**config.mk**
```make
export PLATFORM = sky130hd
export DESIGN_NAME = topic_classifier
export DESIGN_NICKNAME = d
export VERILOG_FILES = /design/src/verilog/topic_pkg.sv /design/src/verilog/ram_1r1w.sv /design/src/verilog/pio_rw_wmem.sv /design/src/verilog/topic_mem.sv /design/src/verilog/topic_lookup.sv /design/src/verilog/topic_classifier.sv
export SDC_FILE = /design/constraint.sdc
export NUM_CORES = 1
export LEC_CHECK = 0
export BUFFER_PORTS_ARGS = -buffer_cell sky130_fd_sc_hd__buf_4
export CORE_ASPECT_RATIO = 1.25
export CORE_MARGIN = 2
export CORE_UTILIZATION = 34
export DETAILED_ROUTE_END_ITERATION = 16
export SYNTH_ARGS = -nofsm -noshare
export SYNTH_HDL_FRONTEND = slang
export SYNTH_SLANG_ARGS = --single-unit
export TNS_END_PERCENT = 100
```
**constraint.sdc**
```tcl
create_clock -name clk -period 3.11 [get_ports clk]
set_input_delay 0.1555 -clock clk [delete_from_list [all_inputs] [get_ports clk]]
set_output_delay 0.1555 -clock clk [all_outputs]
set_load 0.005 [all_outputs]
```
**src/verilog/topic_pkg.sv**
```systemverilog
`default_nettype none

package topic_pkg;

	typedef logic [15:0] key_t;      // topic key.
	typedef logic [15:0] etime_t;    // expiry time.
	typedef logic [31:0] apb_data_t; // apb data word, also used for the word address.

	typedef enum logic [2:0] {
		IDLE,
		PROBE,
		KEY0,
		KEY1,
		EXPIRY
	} lookup_state_t;

	////////////////////////////////////////
	// hash functions
	////////////////////////////////////////

	// xor of the four nibbles, cut down to the table depth.
	function automatic key_t topic_hash0(key_t key, int unsigned depth_nbits);
		logic [3:0] fold;
		fold = key[15:12] ^ key[11:8] ^ key[7:4] ^ key[3:0];
		return key_t'(fold) & ((key_t'(1) << depth_nbits) - key_t'(1));
	endfunction

	function automatic key_t topic_hash1(key_t key, int unsigned depth_nbits);
		key_t rot;
		rot = {key[10:0], key[15:11]}; // rotate left by 5.
		return topic_hash0(rot, depth_nbits);
	endfunction

	////////////////////////////////////////
	// apb address regions
	////////////////////////////////////////

	function automatic logic apb_is_key_region(apb_data_t paddr, int unsigned depth_nbits);
		return paddr[depth_nbits+1];
	endfunction

	function automatic logic apb_table_sel(apb_data_t paddr, int unsigned depth_nbits);
		return paddr[depth_nbits]; // 0 picks table 0, 1 picks table 1.
	endfunction

endpackage

`default_nettype wire

```
**src/verilog/ram_1r1w.sv**
```systemverilog
`timescale 1ns/1ps
`default_nettype none

module ram_1r1w #(
	parameter int width = 16,
	parameter int depth_nbits = 4
) (
	input wire clk,

	input wire wr,
	input wire [depth_nbits-1:0] waddr,
	input wire [width-1:0] din,

	input wire [depth_nbits-1:0] raddr,
	output logic [width-1:0] dout
);

	logic [width-1:0] mem [0:(1<<depth_nbits)-1];

	// registered read, a same-address write shows up on the next read only.
	always_ff @(posedge clk) begin
		if (wr) begin
			mem[waddr] <= din;
		end
		dout <= mem[raddr];
	end

endmodule

`default_nettype wire

```
**src/verilog/pio_rw_wmem.sv**
```systemverilog
`timescale 1ns/1ps
`default_nettype none

module pio_rw_wmem #(
	parameter int width = 5,
	parameter int depth_nbits = 4
) (
	input wire clk,
	input wire reset,

	input wire psel,
	input wire penable,
	input wire pwrite,
	input wire topic_pkg::apb_data_t paddr,
	input wire topic_pkg::apb_data_t pwdata,
	output logic pready,
	output topic_pkg::apb_data_t prdata,

	input wire app_mem_rd,
	input wire [depth_nbits-1:0] app_mem_raddr,
	output logic app_mem_ack,
	output logic [width-1:0] app_mem_rdata,

	input wire init_wr,
	input wire [depth_nbits-1:0] init_addr
);

	import topic_pkg::*;

	logic access;
	logic mem_free;
	logic apb_wr;
	logic apb_rd;
	logic rd_pending;

	logic [depth_nbits-1:0] apb_index;
	logic ram_wr;
	logic [depth_nbits-1:0] ram_waddr;
	logic [width-1:0] ram_din;
	logic [depth_nbits-1:0] ram_raddr;
	logic [width-1:0] ram_dout;

	assign apb_index = paddr[depth_nbits-1:0];
	assign access = psel & penable;
	assign mem_free = ~app_mem_rd & ~init_wr; // application reads and clear go first.

	assign apb_wr = access & pwrite & mem_free & ~rd_pending;
	assign apb_rd = access & ~pwrite & mem_free & ~rd_pending;

	// a write is done at once, a read one cycle after the ram read.
	assign pready = apb_wr | rd_pending;
	assign prdata = rd_pending ? apb_data_t'(ram_dout) : '0;

	assign app_mem_rdata = ram_dout;

	always_ff @(posedge clk) begin
		if (reset) begin
			rd_pending <= 1'b0;
			app_mem_ack <= 1'b0;
		end else begin
			rd_pending <= apb_rd;
			app_mem_ack <= app_mem_rd;
		end
	end

	////////////////////////////////////////
	// memory port muxing
	////////////////////////////////////////

	assign ram_wr = init_wr | apb_wr;
	assign ram_waddr = init_wr ? init_addr : apb_index;
	assign ram_din = init_wr ? '0 : pwdata[width-1:0]; // bucket width only.
	assign ram_raddr = app_mem_rd ? app_mem_raddr : apb_index;

	ram_1r1w #(
		.width(width),
		.depth_nbits(depth_nbits)
	) u_ram (
		.clk(clk),
		.wr(ram_wr),
		.waddr(ram_waddr),
		.din(ram_din),
		.raddr(ram_raddr),
		.dout(ram_dout)
	);

	// lookup must not start before the clear sequence is over.
	app_rd_after_init: assert property (@(posedge clk) disable iff (reset)
		app_mem_rd |-> !init_wr);

endmodule

`default_nettype wire

```
**src/verilog/topic_mem.sv**
```systemverilog
`timescale 1ns/1ps
`default_nettype none

module topic_mem #(
	parameter int depth_nbits = 4,
	parameter int value_depth_nbits = 4
) (
	input wire clk,
	input wire reset,

	input wire psel,
	input wire penable,
	input wire pwrite,
	input wire topic_pkg::apb_data_t paddr,
	input wire topic_pkg::apb_data_t pwdata,
	output logic pready,
	output topic_pkg::apb_data_t prdata,

	input wire verify_valid,
	input wire [value_depth_nbits-1:0] verify_tid,
	input wire topic_pkg::etime_t verify_etime,

	input wire ht0_rd,
	input wire [depth_nbits-1:0] ht0_raddr,
	output logic ht0_ack,
	output logic [value_depth_nbits:0] ht0_rdata,

	input wire ht1_rd,
	input wire [depth_nbits-1:0] ht1_raddr,
	output logic ht1_ack,
	output logic [value_depth_nbits:0] ht1_rdata,

	input wire key_rd,
	input wire [value_depth_nbits-1:0] key_raddr,
	output logic key_ack,
	output topic_pkg::key_t key_rdata,

	input wire etime_rd,
	input wire [value_depth_nbits-1:0] etime_raddr,
	output logic etime_ack,
	output topic_pkg::etime_t etime_rdata,

	output logic init_done
);

	import topic_pkg::*;

	localparam int bucket_nbits = value_depth_nbits + 1;
	localparam int init_nbits = (depth_nbits > value_depth_nbits) ? depth_nbits : value_depth_nbits;

	logic [init_nbits:0] init_cnt;
	logic init_wr;

	logic key_region;
	logic tbl1_sel;
	logic psel0;
	logic psel1;
	logic pready0;
	logic pready1;
	apb_data_t prdata0;
	apb_data_t prdata1;
	logic key_pready;

	logic key_wr_d1;
	logic [value_depth_nbits-1:0] key_waddr_d1;
	key_t key_wdata_d1;

	logic etime_wr_d1;
	logic [value_depth_nbits-1:0] etime_waddr_d1;
	etime_t etime_wdata_d1;

	////////////////////////////////////////
	// clear sequence after reset
	////////////////////////////////////////

	assign init_wr = ~init_cnt[init_nbits];
	assign init_done = init_cnt[init_nbits]; // high after the last clear write.

	always_ff @(posedge clk) begin
		if (reset) begin
			init_cnt <= '0;
		end else if (init_wr) begin
			init_cnt <= init_cnt + 1'b1;
		end
	end

	////////////////////////////////////////
	// apb region decode
	////////////////////////////////////////

	assign key_region = apb_is_key_region(paddr, depth_nbits);
	assign tbl1_sel = apb_table_sel(paddr, depth_nbits);
	assign psel0 = psel & ~key_region & ~tbl1_sel;
	assign psel1 = psel & ~key_region & tbl1_sel;

	// key table is write-only, reads return zero.
	assign key_pready = psel & penable & key_region & init_done;

	always_comb begin
		if (key_region) begin
			pready = key_pready;
			prdata = '0;
		end else if (tbl1_sel) begin
			pready = pready1;
			prdata = prdata1;
		end else begin
			pready = pready0;
			prdata = prdata0;
		end
	end

	// delayed key and verify writes.
	always_ff @(posedge clk) begin
		if (reset) begin
			key_wr_d1 <= 1'b0;
			etime_wr_d1 <= 1'b0;
			key_ack <= 1'b0;
			etime_ack <= 1'b0;
		end else begin
			key_wr_d1 <= key_pready & pwrite;
			etime_wr_d1 <= verify_valid;
			key_ack <= key_rd;
			etime_ack <= etime_rd;
		end
	end

	always_ff @(posedge clk) begin
		key_waddr_d1 <= paddr[value_depth_nbits-1:0];
		key_wdata_d1 <= pwdata[$bits(key_t)-1:0];
		etime_waddr_d1 <= verify_tid;
		etime_wdata_d1 <= verify_etime;
	end

	pio_rw_wmem #(
		.width(bucket_nbits),
		.depth_nbits(depth_nbits)
	) u_ht0 (
		.clk(clk),
		.reset(reset),
		.psel(psel0),
		.penable(penable),
		.pwrite(pwrite),
		.paddr(paddr),
		.pwdata(pwdata),
		.pready(pready0),
		.prdata(prdata0),
		.app_mem_rd(ht0_rd),
		.app_mem_raddr(ht0_raddr),
		.app_mem_ack(ht0_ack),
		.app_mem_rdata(ht0_rdata),
		.init_wr(init_wr),
		.init_addr(init_cnt[depth_nbits-1:0])
	);

	pio_rw_wmem #(
		.width(bucket_nbits),
		.depth_nbits(depth_nbits)
	) u_ht1 (
		.clk(clk),
		.reset(reset),
		.psel(psel1),
		.penable(penable),
		.pwrite(pwrite),
		.paddr(paddr),
		.pwdata(pwdata),
		.pready(pready1),
		.prdata(prdata1),
		.app_mem_rd(ht1_rd),
		.app_mem_raddr(ht1_raddr),
		.app_mem_ack(ht1_ack),
		.app_mem_rdata(ht1_rdata),
		.init_wr(init_wr),
		.init_addr(init_cnt[depth_nbits-1:0])
	);

	ram_1r1w #(
		.width($bits(key_t)),
		.depth_nbits(value_depth_nbits)
	) u_key_ram (
		.clk(clk),
		.wr(init_wr | key_wr_d1),
		.waddr(init_wr ? init_cnt[value_depth_nbits-1:0] : key_waddr_d1),
		.din(init_wr ? key_t'(0) : key_wdata_d1),
		.raddr(key_raddr),
		.dout(key_rdata)
	);

	ram_1r1w #(
		.width($bits(etime_t)),
		.depth_nbits(value_depth_nbits)
	) u_etime_ram (
		.clk(clk),
		.wr(init_wr | etime_wr_d1),
		.waddr(init_wr ? init_cnt[value_depth_nbits-1:0] : etime_waddr_d1),
		.din(init_wr ? etime_t'(0) : etime_wdata_d1),
		.raddr(etime_raddr),
		.dout(etime_rdata)
	);

	pready_in_access: assert property (@(posedge clk) disable iff (reset)
		pready |-> (psel && penable));

endmodule

`default_nettype wire

```
**src/verilog/topic_lookup.sv**
```systemverilog
`timescale 1ns/1ps
`default_nettype none

module topic_lookup #(
	parameter int depth_nbits = 4,
	parameter int value_depth_nbits = 4
) (
	input wire clk,
	input wire reset,
	input wire init_done,

	input wire query_valid,
	input wire topic_pkg::key_t query_key,
	output logic query_ready,

	output logic ht0_rd,
	output logic [depth_nbits-1:0] ht0_raddr,
	input wire ht0_ack,
	input wire [value_depth_nbits:0] ht0_rdata,

	output logic ht1_rd,
	output logic [depth_nbits-1:0] ht1_raddr,
	input wire ht1_ack,
	input wire [value_depth_nbits:0] ht1_rdata,

	output logic key_rd,
	output logic [value_depth_nbits-1:0] key_raddr,
	input wire key_ack,
	input wire topic_pkg::key_t key_rdata,

	output logic etime_rd,
	output logic [value_depth_nbits-1:0] etime_raddr,
	input wire etime_ack,
	input wire topic_pkg::etime_t etime_rdata,

	output logic result_valid,
	output logic result_hit,
	output logic [value_depth_nbits-1:0] result_tid,
	output topic_pkg::etime_t result_etime
);

	import topic_pkg::*;

	localparam int bucket_nbits = value_depth_nbits + 1;

	lookup_state_t state;
	lookup_state_t next_state;

	logic accept;
	key_t hash0_full;
	key_t hash1_full;
	key_t key_q;
	logic [bucket_nbits-1:0] b0_q;
	logic [bucket_nbits-1:0] b1_q;
	logic [value_depth_nbits-1:0] hit_tid;
	logic done_hit;
	logic done_miss;

	assign query_ready = init_done & (state == IDLE);
	assign accept = query_valid & query_ready;

	// both buckets are read on the accept cycle.
	assign hash0_full = topic_hash0(query_key, depth_nbits);
	assign hash1_full = topic_hash1(query_key, depth_nbits);
	assign ht0_rd = accept;
	assign ht1_rd = accept;
	assign ht0_raddr = hash0_full[depth_nbits-1:0];
	assign ht1_raddr = hash1_full[depth_nbits-1:0];

	always_comb begin
		next_state = state;
		key_rd = 1'b0;
		key_raddr = b1_q[value_depth_nbits-1:0];
		etime_rd = 1'b0;
		etime_raddr = b1_q[value_depth_nbits-1:0];
		done_hit = 1'b0;
		done_miss = 1'b0;
		case (state)
			IDLE: begin
				if (accept) begin
					next_state = PROBE;
				end
			end
			PROBE: begin
				key_rd = ht0_ack & ht0_rdata[value_depth_nbits]; // table 0 first.
				key_raddr = ht0_rdata[value_depth_nbits-1:0];
				next_state = KEY0;
			end
			KEY0: begin
				etime_raddr = b0_q[value_depth_nbits-1:0];
				if (b0_q[value_depth_nbits] && key_ack && key_rdata == key_q) begin
					etime_rd = 1'b1;
					next_state = EXPIRY;
				end else if (b1_q[value_depth_nbits]) begin
					key_rd = 1'b1;
					next_state = KEY1;
				end else begin
					done_miss = 1'b1;
					next_state = IDLE;
				end
			end
			KEY1: begin
				if (key_ack && key_rdata == key_q) begin
					etime_rd = 1'b1;
					next_state = EXPIRY;
				end else begin
					done_miss = 1'b1; // wrong key in the only other bucket.
					next_state = IDLE;
				end
			end
			EXPIRY: begin
				if (etime_ack) begin
					done_hit = 1'b1;
					next_state = IDLE;
				end
			end
			default: next_state = IDLE;
		endcase
	end

	always_ff @(posedge clk) begin
		if (reset) begin
			state <= IDLE;
			result_valid <= 1'b0;
		end else begin
			state <= next_state;
			result_valid <= done_hit | done_miss;
		end
	end

	always_ff @(posedge clk) begin
		if (accept) begin
			key_q <= query_key;
		end
		if (ht0_ack) begin
			b0_q <= ht0_rdata;
		end
		if (ht1_ack) begin
			b1_q <= ht1_rdata;
		end
		if (etime_rd) begin
			hit_tid <= etime_raddr;
		end
		if (done_hit | done_miss) begin
			result_hit <= done_hit;
			result_tid <= done_hit ? hit_tid : '0;
			result_etime <= done_hit ? etime_rdata : '0; // miss reports zero.
		end
	end

	result_single_cycle: assert property (@(posedge clk) disable iff (reset)
		result_valid |=> !result_valid);

endmodule

`default_nettype wire

```
**src/verilog/topic_classifier.sv**
```systemverilog
`timescale 1ns/1ps
`default_nettype none

module topic_classifier #(
	parameter int depth_nbits = 4,
	parameter int value_depth_nbits = 4
) (
	input wire clk,
	input wire reset,

	input wire psel,
	input wire penable,
	input wire pwrite,
	input wire topic_pkg::apb_data_t paddr,
	input wire topic_pkg::apb_data_t pwdata,
	output logic pready,
	output topic_pkg::apb_data_t prdata,

	input wire verify_valid,
	input wire [value_depth_nbits-1:0] verify_tid,
	input wire topic_pkg::etime_t verify_etime,

	input wire query_valid,
	input wire topic_pkg::key_t query_key,
	output logic query_ready,

	output logic result_valid,
	output logic result_hit,
	output logic [value_depth_nbits-1:0] result_tid,
	output topic_pkg::etime_t result_etime
);

	import topic_pkg::*;

	logic init_done;
	logic ht0_rd, ht1_rd, key_rd, etime_rd;
	logic ht0_ack, ht1_ack, key_ack, etime_ack;
	logic [depth_nbits-1:0] ht0_raddr, ht1_raddr;
	logic [value_depth_nbits:0] ht0_rdata, ht1_rdata; // valid bit over tid.
	logic [value_depth_nbits-1:0] key_raddr, etime_raddr;
	key_t key_rdata;
	etime_t etime_rdata;

	topic_mem #(
		.depth_nbits(depth_nbits),
		.value_depth_nbits(value_depth_nbits)
	) u_mem (
		.clk(clk), .reset(reset),
		.psel(psel), .penable(penable), .pwrite(pwrite),
		.paddr(paddr), .pwdata(pwdata), .pready(pready), .prdata(prdata),
		.verify_valid(verify_valid), .verify_tid(verify_tid), .verify_etime(verify_etime),
		.ht0_rd(ht0_rd), .ht0_raddr(ht0_raddr), .ht0_ack(ht0_ack), .ht0_rdata(ht0_rdata),
		.ht1_rd(ht1_rd), .ht1_raddr(ht1_raddr), .ht1_ack(ht1_ack), .ht1_rdata(ht1_rdata),
		.key_rd(key_rd), .key_raddr(key_raddr), .key_ack(key_ack), .key_rdata(key_rdata),
		.etime_rd(etime_rd), .etime_raddr(etime_raddr), .etime_ack(etime_ack),
		.etime_rdata(etime_rdata),
		.init_done(init_done)
	);

	topic_lookup #(
		.depth_nbits(depth_nbits),
		.value_depth_nbits(value_depth_nbits)
	) u_lookup (
		.clk(clk), .reset(reset), .init_done(init_done),
		.query_valid(query_valid), .query_key(query_key), .query_ready(query_ready),
		.ht0_rd(ht0_rd), .ht0_raddr(ht0_raddr), .ht0_ack(ht0_ack), .ht0_rdata(ht0_rdata),
		.ht1_rd(ht1_rd), .ht1_raddr(ht1_raddr), .ht1_ack(ht1_ack), .ht1_rdata(ht1_rdata),
		.key_rd(key_rd), .key_raddr(key_raddr), .key_ack(key_ack), .key_rdata(key_rdata),
		.etime_rd(etime_rd), .etime_raddr(etime_raddr), .etime_ack(etime_ack),
		.etime_rdata(etime_rdata),
		.result_valid(result_valid), .result_hit(result_hit),
		.result_tid(result_tid), .result_etime(result_etime)
	);

endmodule

`default_nettype wire

```
==> results of run 1 <==
-- state kept, by name, summed over array words and instances (netlist names), 5 cells and up --
signal / cells
u_lookup.b1_q: 5
u_mem.etime_wdata_d1: 16
u_mem.key_wdata_d1: 16
u_mem.u_ht1.u_ram.dout: 5
u_mem.u_key_ram.mem: 256
u_lookup.result_etime: 16
u_mem.u_ht1.u_ram.mem: 80
u_mem.u_ht0.u_ram.mem: 80
u_mem.u_etime_ram.dout: 16
u_lookup.key_q: 16
u_mem.init_cnt: 5
u_lookup.b0_q: 5
u_mem.u_ht0.u_ram.dout: 5
u_mem.u_etime_ram.mem: 256
u_mem.u_key_ram.dout: 16
-- area by class of cell --
type / count / area share, %
flip-flops and latches: 821 / 61.19
multi-input cells: 1036 / 20.93
clock buffers: 115 / 6.261
repair buffers: 242 / 5.507
well taps: 1216 / 3.932
clock inverters: 46 / 1.640
inverters: 55 / 0.5368
diodes: 1 / 0.006468
-- per-stage QoR --
step           hold slack [ns]  setup slack (ns)  utilization (%)
2_1_floorplan           0.1832            0.5572                -
3_3_place_gp            0.2596            0.2338            37.04
3_5_place_dp            0.2611            0.1650            37.04
4_1_cts                 0.1152           0.07215            40.96
5_1_grt                 0.1402           0.05432            40.97
6_report                0.1584            0.1464            40.97
-- path summary, 6_finish.rpt --
check / from / to
setup / recovery: u_mem.init_cnt[4]$_SDFF_PP0_ / u_mem.u_ht0.rd_pending$_SDFF_PP0_
hold / removal: pwdata[9] / u_mem.key_wdata_d1[9]$_DFF_P_
setup reg to reg: u_mem.init_cnt[4]$_SDFF_PP0_ / u_mem.u_ht0.rd_pending$_SDFF_PP0_
hold reg to reg: u_mem.u_ht1.u_ram.dout[0]$_DFF_P_ / u_lookup.b1_q[0]$_DFFE_PP_
-- routing by layer --
layer	track usage (%)	routed length, um
met1	18.92	31230
met2	25.94	37470
met3	2.788	4168
met4	5.937	2603
met5	0	0
-- cells in the mapped netlist, types with 15 or more instances --
master	instances	area, um2
edfxtp_1	723	21710
mux2i_1	343	3433
nand2_1	121	454.2
dfxtp_1	98	1962
nor2_1	98	367.9
and2_1	58	362.9
a211oi_1	54	405.4
o211ai_1	53	397.9
inv_1	51	191.4
clkbuf_1	45	168.9
buf_2	43	215.2
nand3_1	36	180.2
buf_4	32	240.2
a31oi_1	27	168.9
mux2_2	24	270.3
xor2_1	20	175.2
a21oi_1	18	90.09
a311oi_1	16	140.1
mux4_2	16	360.4
o211a_1	16	160.2
nor4_1	15	93.84
-- cells in the final DEF (no fill, tap or decap), drive strengths merged, types with 58 or more instances in the layout --
cell type	n
inv	58
buf	178
clkbuf	115
nor2	98
and2	58
nand2	122
dlygate4sd3	64
edfxtp	723
dfxtp	98
mux2i	344
-- critical path, cell delays in order (launching register included) --
cell and delay, ns:
dfxtp_2 0.32, buf_4 0.35, buf_6 0.39, nand3_1 0.40
or3_1 0.46, nor4b_1 0.33, dlygate4sd3_1 0.61
-- logic make-up (layout without fill, tap and decap cells) --
logic type                 count (synthesis)  in the layout
muxes                                    384            384
DFF                                      821            821
and+or+nand+nor                          358            358
xor gates and xnor gates                  34             34
AOI/OAI and AO/OA                        232            232
buffers and inverters                    184            458
adders and majority gates                  1              1
other                                      1             28
-- where the power goes --
group | switching, mW | internal, mW
sequential | 0.0993 | 12.1
clock | 4.24 | 6.53
combinational | 0.510 | 0.294
total | 4.85 | 18.9
-- timing repair --
| item | in CTS | in global routing |
|---|---|---|
| endpoints found under the hold margin | 72 | 0 |
| hold buffers | 64 | 0 |
| gates resized for setup | 1 | 2 |
| setup endpoints to repair | 1 | 63 |
==> impl_metrics.json, run 1 <==
{
  "status": "complete, no violations",
  "drive_gt1_share_pct": 17.41,
  "grt_first_pass_wirelength_um": 110600,
  "clock_latency_ns": 0.65,
  "synth_area_per_cell_um2": 16.07,
  "synthAdderAreaFrac_pct": 0.03864,
  "multiInputGateArea_um2": 8098,
  "final_cell_count_no_fill": 3532,
  "ys_ff_latch": 821,
  "finalCritPeriodShare_pct": 95.29,
  "routed_via_density": 5.046,
  "coreArea_um2": 94430,
  "path_clk_slew_ns": 0.06,
  "die_height_um": 349.0,
  "vias": 17820,
  "ys.flop_type": "edfxtp_1",
  "nFillCells": 8401,
  "avgRoutedWirePerCell_um": 21.37,
  "finalHoldViolations": 0,
  "path_class": "flip-flop to flip-flop",
  "cellPowerDensity_nw_per_um2": 614.9,
  "area_growth_syn_to_layout_pct": 19.50,
  "maxCapViolations": 0,
  "cts_root_buf": "clkbuf_16",
  "power.total_mw": 23.79,
  "gp_congestion": 0.8696,
  "worst_pin_slew_ns": 1.210,
  "drtAntennaViolNets": 0,
  "synth-compound-area-share_pct": 5.410,
  "synth_top_family_by_area": "multiplexers",
  "cp-start-kind": "flip-flop",
  "grt_pass1_vias": 17780,
  "rows": 126,
  "synthXorXnorAreaFrac_pct": 0.9197,
  "io_pins": 163,
  "synth.distinct_cells": 66,
  "dp_hpwl_um": 46770,
  "synth-warning-count": 0,
  "drt-total-wl_um": 75480,
  "io_buffers": 93,
  "dp_cells": 3306,
  "grt_max_degree": 77,
  "hp-class": "input pin to flip-flop",
  "rsz0062_at_grt": "false",
  "die-area_um2": 97730,
  "clockBufferDepth": 3,
  "worstPathRequired_ns": 3.68,
  "place_area_um2": 34980,
  "cts_tree": "built",
  "vdd_drop_max_mv": 0.3723,
  "cts_setup_buffers": 0,
  "drc": 0,
  "reg2reg_slack_ns": 0.15,
  "async_reset_ff_share_pct": 0,
  "synth-edff-count": 723,
  "cts_made_buffers": 86,
  "synthMuxAreaShare_pct": 12.59,
  "setup_violations": 0,
  "finalInstanceArea_um2": 38690,
  "final_net_count": 2350,
  "grt_use_total_pct": 15.15,
  "synth-simple-area-share_pct": 5.194,
  "fin_crit_ns": 2.964,
  "start_util_pct": 34.29,
  "fin_tns_setup_ns": 0,
  "path_max_fanout": 38,
  "antenna_found_initial": 3,
  "ys_seq_area_share_pct": 73.11,
  "slew_headroom_pct": 19.31,
  "grt_overflow": 0,
  "report.final.slew_viol_count": 0,
  "skew_ns": 0.03436,
  "worstHoldPathCells": 2,
  "synthCells": 2015,
  "htree_levels": 3,
  "drtIter0Drc": 1374,
  "cts_sinks": 821,
  "leakagePower_nw": 14.15,
  "dr.pass1.iters": 6,
  "r2r_cells": 6,
  "synth_area_um2": 32380,
  "critPathArrivalTime_ns": 3.53,
  "max_freq_mhz": 337.4,
  "fp.dieW_um": 280.0,
  "end_kind": "flip-flop",
  "regArea_um2": 23670
}
Note: power is estimated with default switching activity, not from simulation.
==> run 2, diff against run 1 <==
--- a/config.mk
+++ b/config.mk
@@ -10,6 +10,7 @@
 export CORE_MARGIN = 2
 export CORE_UTILIZATION = 34
 export DETAILED_ROUTE_END_ITERATION = 16
+export RECOVER_POWER = 25
 export SYNTH_ARGS = -nofsm -noshare
 export SYNTH_HDL_FRONTEND = slang
 export SYNTH_SLANG_ARGS = --single-unit
==> impl_metrics.json, run 2 (synthesis gave the netlist of run 1 again) <==
{
  "clock_latency_ns": 0.64,
  "final_cell_count_no_fill": 3532,
  "critPathArrivalTime_ns": 3.56,
  "worst_pin_slew_ns": 1.748,
  "finalCritPeriodShare_pct": 96.03,
  "area_growth_syn_to_layout_pct": 19.05,
  "place_area_um2": 34980,
  "dp_hpwl_um": 46770,
  "rr_startpoint": "u_mem.init_cnt[4]$_SDFF_PP0_",
  "fin_crit_ns": 2.987,
  "drt-total-wl_um": 75480,
  "r2r_cells": 6,
  "setup_violations": 0,
  "drc": 0,
  "hold_slack_ns": 0.1755,
  "slowest_stage": "dlygate4sd3_1",
  "grt_util_met1_pct": 18.92,
  "reg2reg_slack_ns": 0.12,
  "use_met2_pct": 25.94,
  "hp-class": "input pin to flip-flop",
  "fin_tns_setup_ns": 0,
  "avgRoutedWirePerCell_um": 21.37,
  "dp_cells": 3306,
  "gp_congestion": 0.8696,
  "routed_via_density": 5.052,
  "grt_use_met3_pct": 2.788,
  "post-route-util_pct": 40.82,
  "io_buffers": 93,
  "path_max_fanout": 38,
  "slew_headroom_pct": -16.52,
  "die_height_um": 349.0,
  "leakagePower_nw": 13.96,
  "busiest_layer": "met2",
  "cts_root_buf": "clkbuf_16",
  "finalInstanceArea_um2": 38550,
  "cpPeakStageDelay_ns": 0.61,
  "final_net_count": 2350,
  "dr.pass1.iters": 5,
  "max_freq_mhz": 334.8,
  "skew_ns": 0.03222,
  "finalHoldViolations": 0,
  "cellPowerDensity_nw_per_um2": 616.6,
  "antenna_found_initial": 2,
  "rsz0062_at_grt": "false",
  "rows": 126,
  "grt_max_degree": 77,
  "htree_levels": 3,
  "fp.dieW_um": 280.0,
  "path_class": "flip-flop to flip-flop",
  "drtIter0Drc": 1415,
  "reg_top3": "u_mem.u_etime_ram.mem x256, u_mem.u_key_ram.mem x256",
  "worstHoldPathCells": 2,
  "cts_setup_buffers": 0,
  "drtAntennaViolNets": 0,
  "status": "complete, but fails checks",
  "final_common_cell": "edfxtp_1",
  "report.final.slew_viol_count": 165,
  "drive_gt1_share_pct": 15.72,
  "vias": 17840,
  "grt_first_pass_wirelength_um": 110600,
  "cp-start-kind": "flip-flop",
  "maxCapViolations": 5,
  "cts_made_buffers": 86,
  "clockBufferDepth": 3,
  "cts_tree": "built",
  "grt_use_total_pct": 15.15,
  "cts_sinks": 821,
  "failed_checks": "max-capacitance violations, max-slew violations",
  "grt_pass1_vias": 17780,
  "path_clk_slew_ns": 0.06,
  "start_util_pct": 34.29,
  "hold_path_startpoint": "pwdata[13]",
  "vdd_drop_max_mv": 0.3729,
  "min_to": "u_mem.key_wdata_d1[13]$_DFF_P_",
  "coreArea_um2": 94430,
  "final_cell_mix": "edfxtp_1, mux2i_1, nand2_1",
  "die-area_um2": 97730,
  "r2r-end": "u_mem.u_ht0.rd_pending$_SDFF_PP0_",
  "io_pins": 163,
  "grt_overflow": 0,
  "cp_cell_sequence": "buf_4 -> buf_6 -> nand3_1 -> or3_1 -> nor4b_1 -> dlygate4sd3_1",
  "end_kind": "flip-flop",
  "worstPathRequired_ns": 3.68
}
[run 2: timing repair]
item	CTS	global route
setup endpoints to repair	1	63
resized for setup	1	2
hold buffers	64	0
hold endpoints to repair	72	0
[run 2: layout make-up]
class / count / area (um2)
Fill cell: 8442 / 55890
Clock inverter: 46 / 634.4
Sequential cell: 821 / 23670
Tap cell: 1216 / 1521
Inverter: 55 / 207.7
Multi-Input combinational cell: 1036 / 8098
Clock buffer: 115 / 2422
Antenna cell: 1 / 2.502
Timing Repair Buffer: 242 / 1988
[run 2: worst max path at each step]
stage | from | to | slack, ns | depth (start not counted)
final | u_mem.init_cnt[4]$_SDFF_PP0_ | u_mem.u_ht0.rd_pending$_SDFF_PP0_ | 0.12 | 6
after floorplan | u_mem.init_cnt[4]$_SDFF_PP0_ | u_mem.u_ht0.u_ram.mem[4][0]$_DFFE_PP_ | 0.56 | 10
after detailed placement | u_lookup.state[1]$_SDFFE_PP0P_ | u_mem.u_ht0.u_ram.mem[3][0]$_DFFE_PP_ | 0.17 | 8
after global routing | u_lookup.state[0]$_SDFFE_PP0P_ | u_mem.u_key_ram.dout[1]$_DFF_P_ | 0.03 | 9
after global placement | u_lookup.state[1]$_SDFFE_PP0P_ | u_mem.u_ht0.u_ram.mem[3][0]$_DFFE_PP_ | 0.23 | 8
after CTS | u_mem.init_cnt[4]$_SDFF_PP0_ | pready | 0.07 | 5
[run 2: critical path: cells and delay by family (launching register included)]
family        cells  cell delay (ns)
buf+inv           3             1.36
simple gates      3             1.19
flops             1             0.32
[run 2: layer usage]
layer / vias to the layer above / share of wire (%) / wire length [um]
met5: - / 0 / 0
met4: 0 / 3.5 / 2667
met3: 126 / 5.3 / 3974
met2: 558 / 50 / 37430
met1: 9027 / 42 / 31410
li1: 8131 / - / -
[run 2: power by group]
group	internal [mW]	leakage, nW	switching [mW]
Combinational	0.277	5.00	0.508
Sequential	12.1	7.47	0.0998
Clock	6.53	1.49	4.23
Total	18.9	14.0	4.84
[run 2: per-stage QoR]
step / worst slack (ns) / total power, mW
after detailed placement: 0.1650 / 13.19
after global placement: 0.2338 / 13.16
after global routing: 0.03090 / 24.50
after CTS: 0.07215 / 24.00
final: 0.1233 / 23.77
after floorplan: 0.5572 / 12.82
==> run 3, diff against run 2 <==
--- a/config.mk
+++ b/config.mk
@@ -10,7 +10,9 @@
 export CORE_MARGIN = 2
 export CORE_UTILIZATION = 34
 export DETAILED_ROUTE_END_ITERATION = 16
+export PLACE_DENSITY = 0.48
 export RECOVER_POWER = 25
+export SLEW_MARGIN = 25
 export SYNTH_ARGS = -nofsm -noshare
 export SYNTH_HDL_FRONTEND = slang
 export SYNTH_SLANG_ARGS = --single-unit
==> impl_metrics.json, run 3 (synthesis gave the netlist of run 1 again) <==
{
  "drc": 0,
  "grt_max_degree": 65,
  "worst_pin_slew_ns": 1.751,
  "die-area_um2": 97730,
  "finalInstanceArea_um2": 38550,
  "gp_congestion": 0.7828,
  "htree_levels": 3,
  "cts_sinks": 821,
  "cts_tree": "built",
  "drtIter0Drc": 1106,
  "path_max_fanout": 10,
  "io_buffers": 93,
  "dr.pass1.iters": 5,
  "cp-start-kind": "flip-flop",
  "grt_use_total_pct": 16.70,
  "rows": 126,
  "timing.final.ws_setup_ns": 0.1902,
  "grt_overflow": 0,
  "routed_via_density": 4.998,
  "place_ws_ns": 0.2593,
  "cts_root_buf": "clkbuf_16",
  "dp_hpwl_um": 50540,
  "finalHoldViolations": 0,
  "avgRoutedWirePerCell_um": 23.17,
  "leakagePower_nw": 13.94,
  "skew_ns": 0.02713,
  "dp_cells": 3310,
  "path_class": "flip-flop to flip-flop",
  "finalCritPeriodShare_pct": 93.88,
  "drive_gt1_share_pct": 15.65,
  "area_growth_syn_to_layout_pct": 19.06,
  "clockBufferDepth": 3,
  "die_height_um": 349.0,
  "post-route-util_pct": 40.82,
  "drtAntennaViolNets": 0,
  "antenna_found_initial": 1,
  "reg_top3": "u_mem.u_etime_ram.mem x256, u_mem.u_key_ram.mem x256",
  "max_freq_mhz": 342.5,
  "coreArea_um2": 94430,
  "cellPowerDensity_nw_per_um2": 614.4,
  "drt-total-wl_um": 81940,
  "start_util_pct": 34.29,
  "status": "complete, but fails checks",
  "maxCapViolations": 1,
  "final_common_cell": "edfxtp_1",
  "fin_tns_setup_ns": 0,
  "vias": 17680,
  "report.final.slew_viol_count": 33,
  "slew_headroom_pct": -16.77,
  "nFillCells": 8507,
  "setup_violations": 0,
  "place_area_um2": 35090,
  "rsz0062_at_grt": "false",
  "cts_made_buffers": 86,
  "worstPathRequired_ns": 3.38,
  "end_kind": "flip-flop",
  "fp.dieW_um": 280.0,
  "grt_first_pass_wirelength_um": 119700,
  "clock_latency_ns": 0.65,
  "final_net_count": 2355,
  "grt_pass1_vias": 18280,
  "path_clk_slew_ns": 0.06,
  "failed_checks": "max-capacitance violations, max-slew violations",
  "vdd_drop_max_mv": 0.4473,
  "final_cell_mix": "edfxtp_1, mux2i_1, nand2_1",
  "critPathArrivalTime_ns": 3.19,
  "final_cell_count_no_fill": 3537,
  "fin_crit_ns": 2.920,
  "io_pins": 163,
  "hp-class": "input pin to flip-flop"
}
[run 3: cell count changes in the layout (fill, tap and decap cells not counted), sizes merged]
cell	before	now
buf	92	98
dlygate4sd3	64	65
clkinvlp	5	6
clkbuf	201	191
diode	1	2
clkinv	26	32
[run 3: where the power goes]
group	total [mW]	switching [mW]	internal (mW)
Combinational	0.816	0.529	0.287
Sequential	12.2	0.102	12.1
Clock	10.7	4.33	6.32
[run 3: through the flow]
step | total power, mW | hold WS (ns)
after floorplan | 12.82 | 0.1832
final | 23.69 | 0.1007
after global routing | 24.44 | 0.08151
after CTS | 24.00 | 0.05730
after global placement | 13.22 | 0.2606
after detailed placement | 13.24 | 0.2610
[run 3: path summary, 6_finish.rpt]
kind / from / end / slack [ns] / cells past startpoint
min: query_valid / u_mem.u_ht0.app_mem_ack$_SDFF_PP0_ / 0.10 / 4
min reg2reg: u_mem.u_etime_ram.dout[13]$_DFF_P_ / u_lookup.result_etime[13]$_SDFFCE_PN0P_ / 0.51 / 1
max: u_lookup.state[1]$_SDFFE_PP0P_ / u_mem.u_ht0.u_ram.mem[2][3]$_DFFE_PP_ / 0.19 / 8
max reg2reg: u_lookup.state[1]$_SDFFE_PP0P_ / u_mem.u_ht0.u_ram.mem[2][3]$_DFFE_PP_ / 0.19 / 8
[run 3: layer usage]
layer  up-vias  wire length, um  track usage (%)
met5         -                0                0
met4         0             2355            5.468
met3       126             3407            2.688
met2       437            41750            29.75
met1      8978            34430            20.54
li1       8137                -                -
[run 3: worst max-delay path, cell delays in order (launching register included)]
cell      delay, ns
dfxtp_1        0.40
or4b_4         0.21
clkinv_2       0.11
nand2_4        0.11
inv_2          0.10
or3_1          0.38
o31ai_1        0.43
nand2_1        0.36
nor2_1         0.43
[run 3: final cells by class]
class / count / area [um2] / share of cell area, %
clock inverters: 53 / 634.4 / 1.646
clock buffers: 107 / 2312 / 5.998
flip-flops and latches: 821 / 23680 / 61.42
inverters: 55 / 207.7 / 0.5388
multi-input cells: 1036 / 8149 / 21.14
well taps: 1216 / 1521 / 3.947
repair buffers: 247 / 2043 / 5.300
diodes: 2 / 5.005 / 0.01298
[run 3: what timing repair did]
action	CTS	global route
hold buffers	65	0
endpoints found under the setup margin	1	1
endpoints found under the hold margin	72	0
setup buffers	0	0
resized for setup	2	1
